File: config.mk
export PLATFORM = sky130hd
export DESIGN_NAME = qdrc_phy
export DESIGN_NICKNAME = d
export VERILOG_FILES = /design/src/verilog/qdrc_pkg.sv /design/src/verilog/qdrc_phy_sm.sv /design/src/verilog/qdrc_phy_bit_align.sv /design/src/verilog/qdrc_phy_burst_align.sv /design/src/verilog/qdrc_phy_bus_arb.sv /design/src/verilog/qdrc_phy.sv
export VERILOG_INCLUDE_DIRS = /design/src /design/src/verilog
export SDC_FILE = /design/constraint.sdc
export NUM_CORES = 1
export LEC_CHECK = 0
export ABC_CLOCK_PERIOD_IN_PS = 3600
export BUFFER_PORTS_ARGS = -buffer_cell sky130_fd_sc_hd__buf_2
export CORE_MARGIN = 2
export CORE_UTILIZATION = 40
export DETAILED_ROUTE_END_ITERATION = 6
export SETUP_SLACK_MARGIN = 0.1
export SLEW_MARGIN = 30
export SYNTH_ARGS = -nofsm -noshare
export SYNTH_HDL_FRONTEND = slang
export SYNTH_HIERARCHICAL = 1
export SYNTH_SLANG_ARGS = --single-unit
File: constraint.sdc
create_clock -name clk0 -period 3.6 [get_ports clk0]
set_input_delay 0.36 -clock clk0 [delete_from_list [all_inputs] [get_ports clk0]]
set_output_delay 0.36 -clock clk0 [all_outputs]
set_load 0.02 [all_outputs]
File: src/verilog/qdrc_config.svh
`ifndef QDRC_CONFIG_SVH
`define QDRC_CONFIG_SVH

// sram geometry, per clock edge
`define QDRC_DATA_WIDTH   18
// byte-write lanes of 9 bits
`define QDRC_BW_WIDTH     2
`define QDRC_ADDR_WIDTH   10

// input delay line and read latency search range
`define QDRC_TAP_MAX      32
`define QDRC_MAX_LATENCY  8

// settle time after the sram dll is switched on
`define QDRC_DLL_WAIT     64

// training pattern; burst alignment uses it inverted
`define QDRC_CAL_RISE     {`QDRC_DATA_WIDTH{1'b1}}
`define QDRC_CAL_FALL     {`QDRC_DATA_WIDTH{1'b0}}

`endif

File: src/verilog/qdrc_pkg.sv
package qdrc_pkg;
  `include "qdrc_config.svh"

  // one cycle worth of qdr pin outputs
  typedef struct packed {
    logic                          w_n;
    logic                          r_n;
    logic [`QDRC_ADDR_WIDTH-1:0]   sa;
    logic [`QDRC_DATA_WIDTH-1:0]   d_rise;
    logic [`QDRC_DATA_WIDTH-1:0]   d_fall;
    logic [`QDRC_BW_WIDTH-1:0]     bw_n_rise;
    logic [`QDRC_BW_WIDTH-1:0]     bw_n_fall;
  } qdr_cmd_t;

  typedef struct packed {
    logic [`QDRC_DATA_WIDTH-1:0]   q_rise;
    logic [`QDRC_DATA_WIDTH-1:0]   q_fall;
  } qdr_rsp_t;

  // per-bit strobes toward the input delay lines
  typedef struct packed {
    logic [`QDRC_DATA_WIDTH-1:0]   inc_dec_n;
    logic [`QDRC_DATA_WIDTH-1:0]   en;
    logic [`QDRC_DATA_WIDTH-1:0]   rst;
  } dly_ctrl_t;

  // no access, all byte lanes masked
  localparam qdr_cmd_t QDR_CMD_IDLE = '{
    w_n:       1'b1,
    r_n:       1'b1,
    sa:        '0,
    d_rise:    '0,
    d_fall:    '0,
    bw_n_rise: '1,
    bw_n_fall: '1
  };

  typedef enum logic [2:0] {ST_DLL_WAIT, ST_BIT_ALIGN, ST_BURST_ALIGN, ST_READY, ST_FAIL} phy_state_e;
  typedef enum logic [1:0] {OWN_NONE, OWN_BIT, OWN_BURST, OWN_USER} bus_owner_e;
  typedef enum logic [2:0] {BA_IDLE, BA_WRITE, BA_TAP_RST, BA_READ,
                            BA_STEP, BA_CENTER, BA_DEC, BA_NEXT} bit_align_state_e;
  typedef enum logic [2:0] {BU_IDLE, BU_WRITE, BU_READ, BU_WAIT, BU_ARM, BU_READY} burst_align_state_e;
endpackage

File: src/verilog/qdrc_phy_sm.sv
`timescale 1ns/100ps
`include "qdrc_config.svh"

module qdrc_phy_sm (
  input  logic                 clk0,
  input  logic                 arst_n,
  input  logic                 bit_align_done,
  input  logic                 bit_align_fail,
  input  logic                 burst_align_done,
  input  logic                 burst_align_fail,
  output logic                 bit_align_start,
  output logic                 burst_align_start,
  output qdrc_pkg::bus_owner_e owner,
  output logic                 qdr_dll_off_n,
  output logic                 phy_rdy,
  output logic                 cal_fail
);
  import qdrc_pkg::*;

  localparam int DLL_CNT_W = $clog2(`QDRC_DLL_WAIT);

  phy_state_e           state;
  logic [DLL_CNT_W-1:0] dll_cnt;

  always_ff @(posedge clk0 or negedge arst_n) begin
    if (!arst_n) begin
      state             <= ST_DLL_WAIT;
      dll_cnt           <= '0;
      qdr_dll_off_n     <= 1'b0;
      bit_align_start   <= 1'b0;
      burst_align_start <= 1'b0;
      phy_rdy           <= 1'b0;
      cal_fail          <= 1'b0;
    end else begin
      qdr_dll_off_n     <= 1'b1;  // dll on from the first edge
      bit_align_start   <= 1'b0;
      burst_align_start <= 1'b0;
      case (state)
        ST_DLL_WAIT: begin
          if (qdr_dll_off_n) begin
            dll_cnt <= dll_cnt + 1'b1;
            if (dll_cnt == DLL_CNT_W'(`QDRC_DLL_WAIT - 1)) begin
              state           <= ST_BIT_ALIGN;
              bit_align_start <= 1'b1;
            end
          end
        end
        ST_BIT_ALIGN: begin
          if (bit_align_fail) begin
            state    <= ST_FAIL;
            cal_fail <= 1'b1;
          end else if (bit_align_done) begin
            state             <= ST_BURST_ALIGN;
            burst_align_start <= 1'b1;
          end
        end
        ST_BURST_ALIGN: begin
          if (burst_align_fail) begin
            state    <= ST_FAIL;
            cal_fail <= 1'b1;
          end else if (burst_align_done) begin
            state   <= ST_READY;
            phy_rdy <= 1'b1;
          end
        end
        default: ;  // ready and fail are terminal
      endcase
    end
  end

  // pin bus ownership follows the phase
  always_comb begin
    case (state)
      ST_BIT_ALIGN:   owner = OWN_BIT;
      ST_BURST_ALIGN: owner = OWN_BURST;
      ST_READY:       owner = OWN_USER;
      default:        owner = OWN_NONE;
    endcase
  end
endmodule

File: src/verilog/qdrc_phy_bit_align.sv
`timescale 1ns/100ps
`include "qdrc_config.svh"

module qdrc_phy_bit_align (
  input  logic                clk0,
  input  logic                arst_n,
  input  logic                bit_align_start,
  input  qdrc_pkg::qdr_rsp_t  qdr_rsp,
  output logic                bit_align_done,
  output logic                bit_align_fail,
  output qdrc_pkg::qdr_cmd_t  bit_cmd,
  output qdrc_pkg::dly_ctrl_t dly,
  output qdrc_pkg::qdr_rsp_t  cal_rsp
);
  import qdrc_pkg::*;

  localparam int DW     = `QDRC_DATA_WIDTH;
  localparam int IDX_W  = $clog2(DW);
  localparam int TAP_W  = $clog2(`QDRC_TAP_MAX) + 1;
  localparam int RD_CYC = `QDRC_MAX_LATENCY + 3;  // read burst per tap, covers worst latency
  localparam int WAIT_W = $clog2(RD_CYC);
  localparam logic [DW-1:0] CAL_RISE = `QDRC_CAL_RISE;
  localparam logic [DW-1:0] CAL_FALL = `QDRC_CAL_FALL;

  bit_align_state_e  state;
  logic [IDX_W-1:0]  bit_idx;    // bit under calibration
  logic [TAP_W-1:0]  tap;        // mirror of that bit's delay tap
  logic [TAP_W-1:0]  first_tap;  // first tap inside the window
  logic [TAP_W-1:0]  win;        // matching taps seen so far
  logic [TAP_W-1:0]  center_tap;
  logic [WAIT_W-1:0] wait_cnt;
  logic              found;
  logic              hit;
  logic              last_wait;
  logic              top_tap;
  logic [DW-1:0]     bit_sel;

  assign hit        = (qdr_rsp.q_rise[bit_idx] == CAL_RISE[bit_idx]) &&
                      (qdr_rsp.q_fall[bit_idx] == CAL_FALL[bit_idx]);
  assign last_wait  = (wait_cnt == WAIT_W'(RD_CYC - 1));
  assign top_tap    = (tap == TAP_W'(`QDRC_TAP_MAX - 1));
  assign center_tap = first_tap + (win >> 1);
  assign bit_sel    = {{(DW-1){1'b0}}, 1'b1} << bit_idx;

  always_ff @(posedge clk0 or negedge arst_n) begin
    if (!arst_n) begin
      state          <= BA_IDLE;
      bit_idx        <= '0;
      tap            <= '0;
      first_tap      <= '0;
      win            <= '0;
      wait_cnt       <= '0;
      found          <= 1'b0;
      bit_align_done <= 1'b0;
      bit_align_fail <= 1'b0;
    end else begin
      bit_align_done <= 1'b0;
      bit_align_fail <= 1'b0;
      case (state)
        BA_IDLE: begin
          if (bit_align_start) begin
            state   <= BA_WRITE;
            bit_idx <= '0;
          end
        end
        BA_WRITE: state <= BA_TAP_RST;
        BA_TAP_RST: begin
          tap      <= '0;
          win      <= '0;
          found    <= 1'b0;
          wait_cnt <= '0;
          state    <= BA_READ;
        end
        BA_READ: begin
          wait_cnt <= wait_cnt + 1'b1;
          // sample at the end of the burst so the data belongs to this tap
          if (last_wait) begin
            wait_cnt <= '0;
            if (hit) begin
              win <= win + 1'b1;
              if (!found) begin
                found     <= 1'b1;
                first_tap <= tap;
              end
              state <= top_tap ? BA_CENTER : BA_STEP;
            end else if (found) begin
              state <= BA_CENTER;  // one past the window
            end else if (top_tap) begin
              bit_align_fail <= 1'b1;
              state          <= BA_IDLE;
            end else begin
              state <= BA_STEP;
            end
          end
        end
        BA_STEP: begin
          tap   <= tap + 1'b1;
          state <= BA_READ;
        end
        BA_CENTER: state <= (tap > center_tap) ? BA_DEC : BA_NEXT;
        BA_DEC: begin
          tap   <= tap - 1'b1;
          state <= BA_CENTER;  // back through center keeps en pulses apart
        end
        BA_NEXT: begin
          if (bit_idx == IDX_W'(DW - 1)) begin
            bit_align_done <= 1'b1;
            state          <= BA_IDLE;
          end else begin
            bit_idx <= bit_idx + 1'b1;
            state   <= BA_TAP_RST;
          end
        end
        default: state <= BA_IDLE;
      endcase
    end
  end

  // training traffic, always at address 0
  always_comb begin
    bit_cmd = QDR_CMD_IDLE;
    case (state)
      BA_WRITE: begin
        bit_cmd.w_n       = 1'b0;
        bit_cmd.d_rise    = CAL_RISE;
        bit_cmd.d_fall    = CAL_FALL;
        bit_cmd.bw_n_rise = '0;
        bit_cmd.bw_n_fall = '0;
      end
      BA_READ: bit_cmd.r_n = 1'b0;
      default: ;
    endcase
  end

  always_comb begin
    dly.inc_dec_n = {DW{state == BA_STEP}};
    dly.en        = (state == BA_STEP || state == BA_DEC) ? bit_sel : '0;
    dly.rst       = (state == BA_TAP_RST) ? bit_sel : '0;
  end

  // taps sit in the external delay line, data is already aligned here
  assign cal_rsp = qdr_rsp;
endmodule

File: src/verilog/qdrc_phy_burst_align.sv
`timescale 1ns/100ps
`include "qdrc_config.svh"

module qdrc_phy_burst_align (
  input  logic                            clk0,
  input  logic                            arst_n,
  input  logic                            burst_align_start,
  input  logic                            phy_rd_strb,
  input  qdrc_pkg::qdr_rsp_t              cal_rsp,
  output logic                            burst_align_done,
  output logic                            burst_align_fail,
  output qdrc_pkg::qdr_cmd_t              burst_cmd,
  output logic [2*`QDRC_DATA_WIDTH-1:0]   phy_rd_data,
  output logic                            phy_rd_valid
);
  import qdrc_pkg::*;

  localparam int DW      = `QDRC_DATA_WIDTH;
  // counted from the command cycle, so the arbiter stage is included
  localparam int LAT_MAX = `QDRC_MAX_LATENCY + 1;
  localparam int LAT_W   = $clog2(LAT_MAX + 1);
  localparam logic [DW-1:0] PAT_RISE = ~`QDRC_CAL_RISE;
  localparam logic [DW-1:0] PAT_FALL = ~`QDRC_CAL_FALL;

  burst_align_state_e state;
  logic [LAT_W-1:0]   cnt;
  logic [LAT_W-1:0]   lat_idx;  // delay tap into rd_sr
  logic [LAT_MAX-1:0] rd_sr;    // bit k set k+1 cycles after a strobe
  logic               arrived;

  assign arrived = (cal_rsp.q_rise == PAT_RISE) && (cal_rsp.q_fall == PAT_FALL);

  always_ff @(posedge clk0 or negedge arst_n) begin
    if (!arst_n) begin
      state            <= BU_IDLE;
      cnt              <= '0;
      lat_idx          <= '0;
      burst_align_done <= 1'b0;
      burst_align_fail <= 1'b0;
    end else begin
      burst_align_done <= 1'b0;
      burst_align_fail <= 1'b0;
      case (state)
        BU_IDLE:  if (burst_align_start) state <= BU_WRITE;
        BU_WRITE: state <= BU_READ;
        BU_READ: begin
          cnt   <= LAT_W'(1);
          state <= BU_WAIT;
        end
        BU_WAIT: begin
          if (arrived) begin
            lat_idx          <= cnt - 1'b1;
            burst_align_done <= 1'b1;
            state            <= BU_ARM;
          end else if (cnt == LAT_W'(LAT_MAX)) begin
            burst_align_fail <= 1'b1;
            state            <= BU_IDLE;
          end else begin
            cnt <= cnt + 1'b1;
          end
        end
        BU_ARM:   state <= BU_READY;  // lines up with the user owner
        BU_READY: state <= BU_READY;
        default:  state <= BU_IDLE;
      endcase
    end
  end

  // inverted pattern at address 1, then one read of it
  always_comb begin
    burst_cmd = QDR_CMD_IDLE;
    case (state)
      BU_WRITE: begin
        burst_cmd.w_n       = 1'b0;
        burst_cmd.sa        = `QDRC_ADDR_WIDTH'(1);
        burst_cmd.d_rise    = PAT_RISE;
        burst_cmd.d_fall    = PAT_FALL;
        burst_cmd.bw_n_rise = '0;
        burst_cmd.bw_n_fall = '0;
      end
      BU_READ: begin
        burst_cmd.r_n = 1'b0;
        burst_cmd.sa  = `QDRC_ADDR_WIDTH'(1);
      end
      default: ;
    endcase
  end

  always_ff @(posedge clk0 or negedge arst_n) begin
    if (!arst_n) begin
      rd_sr        <= '0;
      phy_rd_valid <= 1'b0;
    end else begin
      rd_sr        <= {rd_sr[LAT_MAX-2:0], phy_rd_strb && (state == BU_READY)};
      phy_rd_valid <= rd_sr[lat_idx];
    end
  end

  always_ff @(posedge clk0) begin
    phy_rd_data <= {cal_rsp.q_fall, cal_rsp.q_rise};  // fall in the upper half
  end
endmodule

File: src/verilog/qdrc_phy_bus_arb.sv
`timescale 1ns/100ps

module qdrc_phy_bus_arb (
  input  logic                 clk0,
  input  logic                 arst_n,
  input  qdrc_pkg::bus_owner_e owner,
  input  qdrc_pkg::qdr_cmd_t   bit_cmd,
  input  qdrc_pkg::qdr_cmd_t   burst_cmd,
  input  qdrc_pkg::qdr_cmd_t   user_cmd,
  output qdrc_pkg::qdr_cmd_t   qdr_cmd
);
  import qdrc_pkg::*;

  qdr_cmd_t sel_cmd;

  always_comb begin
    case (owner)
      OWN_BIT:   sel_cmd = bit_cmd;
      OWN_BURST: sel_cmd = burst_cmd;
      OWN_USER:  sel_cmd = user_cmd;
      default:   sel_cmd = QDR_CMD_IDLE;  // nobody drives the sram
    endcase
  end

  // single register stage in front of the pins
  always_ff @(posedge clk0 or negedge arst_n) begin
    if (!arst_n) begin
      qdr_cmd <= QDR_CMD_IDLE;
    end else begin
      qdr_cmd <= sel_cmd;
    end
  end
endmodule

File: src/verilog/qdrc_phy.sv
`timescale 1ns/100ps
`include "qdrc_config.svh"

module qdrc_phy (
  input  logic                           clk0,
  input  logic                           arst_n,
  input  logic [`QDRC_ADDR_WIDTH-1:0]    phy_addr,
  input  logic                           phy_wr_strb,
  input  logic [2*`QDRC_DATA_WIDTH-1:0]  phy_wr_data,
  input  logic [2*`QDRC_BW_WIDTH-1:0]    phy_wr_ben,
  input  logic                           phy_rd_strb,
  input  qdrc_pkg::qdr_rsp_t             qdr_rsp,
  output logic                           phy_rdy,
  output logic                           cal_fail,
  output logic [2*`QDRC_DATA_WIDTH-1:0]  phy_rd_data,
  output logic                           phy_rd_valid,
  output qdrc_pkg::qdr_cmd_t             qdr_cmd,
  output logic                           qdr_dll_off_n,
  output qdrc_pkg::dly_ctrl_t            dly
);
  import qdrc_pkg::*;

  localparam int DW = `QDRC_DATA_WIDTH;
  localparam int BW = `QDRC_BW_WIDTH;

  logic       bit_align_start, bit_align_done, bit_align_fail;
  logic       burst_align_start, burst_align_done, burst_align_fail;
  bus_owner_e owner;
  qdr_cmd_t   bit_cmd;
  qdr_cmd_t   burst_cmd;
  qdr_cmd_t   user_cmd;
  qdr_rsp_t   cal_rsp;

  // user request mapped onto the pins, active-low enables
  always_comb begin
    user_cmd.w_n       = ~phy_wr_strb;
    user_cmd.r_n       = ~phy_rd_strb;
    user_cmd.sa        = phy_addr;
    user_cmd.d_rise    = phy_wr_data[DW-1:0];
    user_cmd.d_fall    = phy_wr_data[2*DW-1:DW];
    user_cmd.bw_n_rise = ~phy_wr_ben[BW-1:0];
    user_cmd.bw_n_fall = ~phy_wr_ben[2*BW-1:BW];
  end

  qdrc_phy_sm u_sm (
    .clk0              (clk0),
    .arst_n            (arst_n),
    .bit_align_done    (bit_align_done),
    .bit_align_fail    (bit_align_fail),
    .burst_align_done  (burst_align_done),
    .burst_align_fail  (burst_align_fail),
    .bit_align_start   (bit_align_start),
    .burst_align_start (burst_align_start),
    .owner             (owner),
    .qdr_dll_off_n     (qdr_dll_off_n),
    .phy_rdy           (phy_rdy),
    .cal_fail          (cal_fail)
  );

  qdrc_phy_bit_align u_bit_align (
    .clk0            (clk0),
    .arst_n          (arst_n),
    .bit_align_start (bit_align_start),
    .qdr_rsp         (qdr_rsp),
    .bit_align_done  (bit_align_done),
    .bit_align_fail  (bit_align_fail),
    .bit_cmd         (bit_cmd),
    .dly             (dly),
    .cal_rsp         (cal_rsp)
  );

  qdrc_phy_burst_align u_burst_align (
    .clk0              (clk0),
    .arst_n            (arst_n),
    .burst_align_start (burst_align_start),
    .phy_rd_strb       (phy_rd_strb),
    .cal_rsp           (cal_rsp),
    .burst_align_done  (burst_align_done),
    .burst_align_fail  (burst_align_fail),
    .burst_cmd         (burst_cmd),
    .phy_rd_data       (phy_rd_data),
    .phy_rd_valid      (phy_rd_valid)
  );

  qdrc_phy_bus_arb u_bus_arb (
    .clk0      (clk0),
    .arst_n    (arst_n),
    .owner     (owner),
    .bit_cmd   (bit_cmd),
    .burst_cmd (burst_cmd),
    .user_cmd  (user_cmd),
    .qdr_cmd   (qdr_cmd)
  );
endmodule

==> flow_summary.yaml, run 1 <==
pwr:
  combPwrFrac_pct: 27.6
  clkPwrFrac_pct: 33.1
  swShare_pct: 33.6
  power_mw: 5.51
  seqPwrFrac_pct: 39.3
  p_sw_mw: 1.85
  internal-power_mw: 3.66
  peakVddDrop_v: 0.000214
  power.density_mw_per_mm2: 546
  leakage_nw: 5.25
sta:
  worst_pin_slew_ps: 860
  maxSlewHeadroom_pct: 42.5
  fmax_ghz: 0.351
  drv_slew: 0
  min_period_over_period_pct: 79.2
  hold_viol_final: 0
  setup_viol: 0
  rsz0062_at_grt: "no"
  whs_ps: 68.8
  tns_ps: 0
  post-route-min-period_ps: 2850
  clock_skew_ps: 9.53
yosys:
  syn_inst: 836
  synth_edf_count: 0
  async_reset_ff_share_pct: 77.2
  yosys_warnings: 6
  synth_cell_types: 74
  synth_flop_cell: "dfrtp_1"
  ys_ff_latch: 158
  netlist_area_mm2: 0.00898
  syn_area_per_cell_um2: 10.7
  ys_seq_area_share_pct: 42.1
layout:
  fin_area_mm2: 0.0101
  drive_above_1_share_pct: 35.9
  syn2layout_area_growth_pct: 12.4
  num-nets-final: 1091
  final_cell_mix: "234 x buf_2, 116 x dfrtp_1, 56 x conb_1"
  antenna_cells: 0
  n_fill_cell: 2088
  final_common_cell: "buf_2"
  fin_util_pct: 46.0
worst_hold_path:
  hold_depth: 1
  hold_class: "in -> reg"
  min_to: "u_burst_align/phy_rd_data[34]"
  min_from: "qdr_rsp[16]"
critical_path:
  crit_slowest_cell: "dfrtp_1"
  cp_data_required_time_ps: 3240
  cp-start-kind: "flop"
  reg2reg_depth: 10
  arrival_ps: 2490
  r2r_end: "u_bit_align/tap[5]"
  r2r-start: "u_bit_align/state[2]"
  cp_max_fo: 16
  path_class: "reg -> out"
  reg2reg_slack_ps: 880
  end_kind: "output pin"
  path_cells: "ha_1, nand2b_1, or3b_2, nor2_1, buf_2"
  max_stage_delay_ps: 670
  cp-startpoint: "u_bit_align/bit_idx[0]"
global_routing:
  grt_pass1_wl_um: 30500
  gr-usage-all-layers_pct: 16.3
  grt_overflow: 0
  grt_start_max_net_pins: 70
  grt_pass1_vias: 5817
  antenna_found_initial: 0
status:
  run_status: "finished clean"
floorplan:
  dieArea_mm2: 0.0237
  ios: 236
  initial_core_util_pct: 40.9
  die-width_um: 154
  num_rows: 54
  core_mm2: 0.0220
  dieHeight_um: 154
cts:
  htreeDepth: 4
  tritoncts: "yes"
  clkLatencyLatePin_ps: 420
  clkTransAtPathRegs_ps: 60
  post-cts-setup-buffers: 0
  root_buffer: "clkbuf_16"
  clock_sinks: 158
  cts_buffers: 17
  cts_buffer_depth: 2
route:
  detail-route-antenna-nets: 0
  vias: 6138
  drt-pass1-iter-count: 4
  wl_per_cell_um: 15.5
  wl_um: 19600
  via_per_inst: 4.86
  first_iter_violations: 252
  drc: 0
placed_design:
  place.gp.congestion: 0.800
  dpl.hpwl_um: 14200
  portBuffers: 235
  postPlaceCellArea_mm2: 0.00948
run:
  maxCapViolCount: 0
## registers in the layout (all words and copies together) (netlist names), 3 cells and up
signal                     flops
u_bit_align/first_tap          6
u_burst_align/cnt              4
u_bit_align/tap                6
u_sm/state                     3
u_sm/dll_cnt                   6
u_bit_align/win                6
u_burst_align/phy_rd_data     36
u_bus_arb/qdr_cmd             52
u_bit_align/bit_idx            5
u_burst_align/state            3
u_burst_align/rd_sr            9
u_bit_align/state              3
u_bit_align/wait_cnt           4
u_burst_align/lat_idx          4
## critical path, delay by kind of cell (launching register included)
kind                     cells  cell delay (ps)
flip-flops                   1              670
adder cells (fa/ha/maj)      1              330
buffers and inverters        1              180
AND/OR/NAND/NOR              3              890
## power groups by stage
| stage | combinational (mW) | sequential [mW] | clock [mW] |
|---|---|---|---|
| 2_1_floorplan | 1.29 | 2.19 | 0 |
| 3_5_place_dp | 1.54 | 2.19 | 0 |
| 4_1_cts | 1.54 | 2.16 | 1.88 |
| 6_report | 1.52 | 2.17 | 1.82 |
| 5_1_grt | 1.68 | 2.20 | 1.95 |
| 3_3_place_gp | 1.51 | 2.19 | 0 |
## per-layer routing
metal  wire, um  vias up  global-route usage (%)
met2       8980      211                    25.4
met5          0        -                       0
met1       8630     2910                    20.8
met4        399        0                    5.96
li1           -     2988                       -
met3       1580       29                    6.03
## worst max path at each step
stage | endpoint | depth (start not counted)
2_1_floorplan | dly[37] | 5
3_3_place_gp | u_bit_align/tap[5] | 10
3_5_place_dp | u_bit_align/tap[5] | 10
4_1_cts | dly[35] | 5
5_1_grt | dly[35] | 5
6_report | dly[35] | 5
## synthesized netlist by cell type, types with 3 or more instances
master | number | share of area, %
buf_4 | 150 | 13
dfrtp_1 | 116 | 32
a22o_1 | 46 | 4.5
mux2_4 | 46 | 7.7
nor2_1 | 39 | 1.6
dfxtp_1 | 36 | 8.0
nand2_1 | 36 | 1.5
inv_1 | 31 | 1.3
ha_1 | 28 | 3.9
o21ai_0 | 21 | 1.2
nand2b_1 | 20 | 1.4
and3_1 | 19 | 1.3
clkbuf_1 | 16 | 0.67
nand3_1 | 16 | 0.89
nor3_1 | 15 | 0.84
nor2b_1 | 13 | 0.91
mux2i_1 | 12 | 1.3
buf_6 | 11 | 1.4
a21oi_1 | 10 | 0.56
nand4_1 | 10 | 0.70
xnor2_1 | 9 | 0.88
and2_1 | 8 | 0.56
xor2_1 | 7 | 0.68
a21o_1 | 6 | 0.50
a2bb2oi_1 | 6 | 0.59
dfstp_2 | 6 | 1.8
mux2_1 | 6 | 0.75
nor3b_1 | 6 | 0.50
a22oi_1 | 5 | 0.42
nor4_1 | 5 | 0.35
buf_2 | 4 | 0.22
mux2_2 | 4 | 0.50
o22ai_1 | 4 | 0.28
a311oi_1 | 3 | 0.29
a31oi_1 | 3 | 0.21
and4_1 | 3 | 0.29
conb_1 | 3 | 0.13
mux4_2 | 3 | 0.75
nand3b_1 | 3 | 0.25
o211ai_1 | 3 | 0.25
o21bai_1 | 3 | 0.25
or2_2 | 3 | 0.21
or3b_2 | 3 | 0.29
## cell type report
cell class,count,area [um2],area share [%]
timing repair buffer,245,1280,12.7
sequential,158,3780,37.4
tap,280,350,3.47
clock buffer,21,470,4.66
multi-input combinational,518,3960,39.3
inverter,31,116,1.15
clock inverter,11,130,1.29
## through the flow
stage	setup slack, ps	std cells
4_1_cts	730	1263
6_report	749	1264
3_3_place_gp	963	1231
3_5_place_dp	906	1231
2_1_floorplan	1140	889
5_1_grt	569	1264
## logic make-up (layout without fill, tap and decap cells)
logic type / after synthesis / count (layout) / share of synthesized area, %
adders and majority gates: 30 / 30 / 4.35
xor gates and xnor gates: 16 / 16 / 1.56
other: 3 / 56 / 0.125
DFF: 158 / 158 / 42.1
AOI/OAI and AO/OA: 127 / 127 / 10.8
and+or+nand+nor: 218 / 218 / 13.9
buffers and inverters: 213 / 308 / 16.1
muxes: 71 / 71 / 11.0
## repair_timing
item	in CTS	in global routing
hold buffers	0	1
gates resized for setup	0	0
hold endpoints to repair	0	11
(Power assumes the default switching activity.)
==> run 2: changes to the inputs <==
--- a/config.mk
+++ b/config.mk
@@ -6,7 +6,7 @@
 export SDC_FILE = /design/constraint.sdc
 export NUM_CORES = 1
 export LEC_CHECK = 0
-export ABC_CLOCK_PERIOD_IN_PS = 3600
+export ABC_CLOCK_PERIOD_IN_PS = 2800
 export BUFFER_PORTS_ARGS = -buffer_cell sky130_fd_sc_hd__buf_2
 export CORE_MARGIN = 2
 export CORE_UTILIZATION = 40
==> constraint.sdc (replaced) <==
create_clock -name clk0 -period 2.8 [get_ports clk0]
set_input_delay 0.28 -clock clk0 [delete_from_list [all_inputs] [get_ports clk0]]
set_output_delay 0.28 -clock clk0 [all_outputs]
set_load 0.02 [all_outputs]
==> flow_summary.yaml, run 2 (synthesized netlist as in run 1, its figures left out) <==
global_routing:
  antenna_found_initial: 0
  grt_start_max_net_pins: 53
  grt_overflow: 0
  gr-usage-all-layers_pct: 16.9
  grt_pass1_vias: 6219
  grt_pass1_wl_um: 31800
sta:
  tns_ps: 0
  drv_slew: 0
  worst_pin_slew_ps: 670
  fmax_ghz: 0.400
  setup_viol: 0
  maxSlewHeadroom_pct: 55.3
  worst_slack_ps: 300
  min_period_over_period_pct: 89.3
  hold_viol_final: 0
  post-route-min-period_ps: 2500
  clock_skew_ps: 14.2
  rsz0062_at_grt: "no"
layout:
  final_cell_mix: "234 x buf_2, 115 x dfrtp_1, 56 x conb_1"
  drive_above_1_share_pct: 36.0
  final_common_cell: "buf_2"
  antenna_cells: 0
  num-nets-final: 1131
  top_register: "u_bus_arb/qdr_cmd"
  fin_area_mm2: 0.0105
  n_fill_cell: 1980
  syn2layout_area_growth_pct: 16.9
  reg.largest.list: "u_bus_arb/qdr_cmd x52, u_burst_align/phy_rd_data x36, u_burst_align/rd_sr x9"
  largest_register_ffs: 52
  fin_util_pct: 47.8
placed_design:
  dpl.hpwl_um: 14300
  place.gp.congestion: 0.797
  portBuffers: 235
  postPlaceCellArea_mm2: 0.00957
  place_ws_ps: 348
route:
  wl_per_cell_um: 15.4
  first_iter_violations: 313
  via_per_inst: 4.80
  detail-route-antenna-nets: 0
  vias: 6261
  wl_um: 20100
  drc: 0
  drt-pass1-iter-count: 4
pwr:
  power_mw: 7.24
  peakVddDrop_v: 0.000324
  leakage_nw: 5.45
  power.density_mw_per_mm2: 690
critical_path:
  cp-start-kind: "flop"
  end_kind: "output pin"
  path_class: "reg -> out"
  cp_max_fo: 9
  arrival_ps: 2220
  cp_data_required_time_ps: 2520
run:
  maxCapViolCount: 0
floorplan:
  dieArea_mm2: 0.0237
  die-width_um: 154
  initial_core_util_pct: 40.9
  num_rows: 54
  dieHeight_um: 154
  ios: 236
  core_mm2: 0.0220
cts:
  tritoncts: "yes"
  htreeDepth: 4
  clkTransAtPathRegs_ps: 70
  clock_sinks: 158
  cts_buffers: 17
  cts_buffer_depth: 2
  clkLatencyLatePin_ps: 420
  root_buffer: "clkbuf_16"
status:
  run_status: "finished clean"
worst_hold_path:
  hold_class: "in -> reg"
-- run 2: final cells by class --
| class | instances | area (um2) | share of cell area [%] |
|---|---|---|---|
| clock buffer | 23 | 532 | 5.06 |
| clock inverter | 9 | 91.3 | 0.870 |
| inverter | 31 | 116 | 1.11 |
| multi-input combinational | 518 | 3980 | 37.9 |
| sequential | 158 | 3780 | 36.0 |
| tap | 280 | 350 | 3.34 |
| timing repair buffer | 285 | 1650 | 15.8 |
-- run 2: worst paths after layout --
| kind | cells past startpoint | end | startpoint | slack, ps |
|---|---|---|---|---|
| max | 5 | dly[35] | u_bit_align/bit_idx[0] | 300 |
| max reg2reg | 9 | u_bit_align/tap[5] | u_bit_align/state[2] | 320 |
| min | 1 | u_burst_align/phy_rd_data[26] | qdr_rsp[8] | 20 |
| min reg2reg | 0 | u_burst_align/rd_sr[6] | u_burst_align/rd_sr[5] | 370 |
| min in group asynchronous | 2 | u_bus_arb/qdr_cmd[11] | arst_n | 450 |
| max in group asynchronous | 3 | u_bus_arb/qdr_cmd[2] | arst_n | 1580 |
-- run 2: what timing repair did --
action / 4_1_cts / 5_1_grt
resized for setup: 1 / 4
hold buffers: 28 / 2
setup buffers: 0 / 0
setup endpoints to repair: 13 / 7
hold endpoints to repair: 72 / 2
-- run 2: metal layers --
layer	global-route usage, %	wire, um
met1	20.8	8730
met2	27.4	9380
met4	6.23	394
met5	0	0
met3	6.14	1560
-- run 2: critical path, stage by stage (launching register included) --
cell and delay (ps):
dfrtp_2 480, ha_1 280, nand2b_1 170, or3b_2 580
nor2_1 120, buf_2 180
-- run 2: power by group --
part | switching, mW | total [mW] | internal (mW)
sequential | 0.237 | 2.74 | 2.51
combinational | 1.23 | 2.11 | 0.884
clock | 0.944 | 2.39 | 1.44
total | 2.41 | 7.24 | 4.83
-- run 2: through the flow --
step                hold slack (ps)  instances
floorplan                     -15.6        889
global placement                352       1242
detailed placement              361       1242
CTS                            4.33       1302
global route                   4.93       1304
finish                         22.8       1304
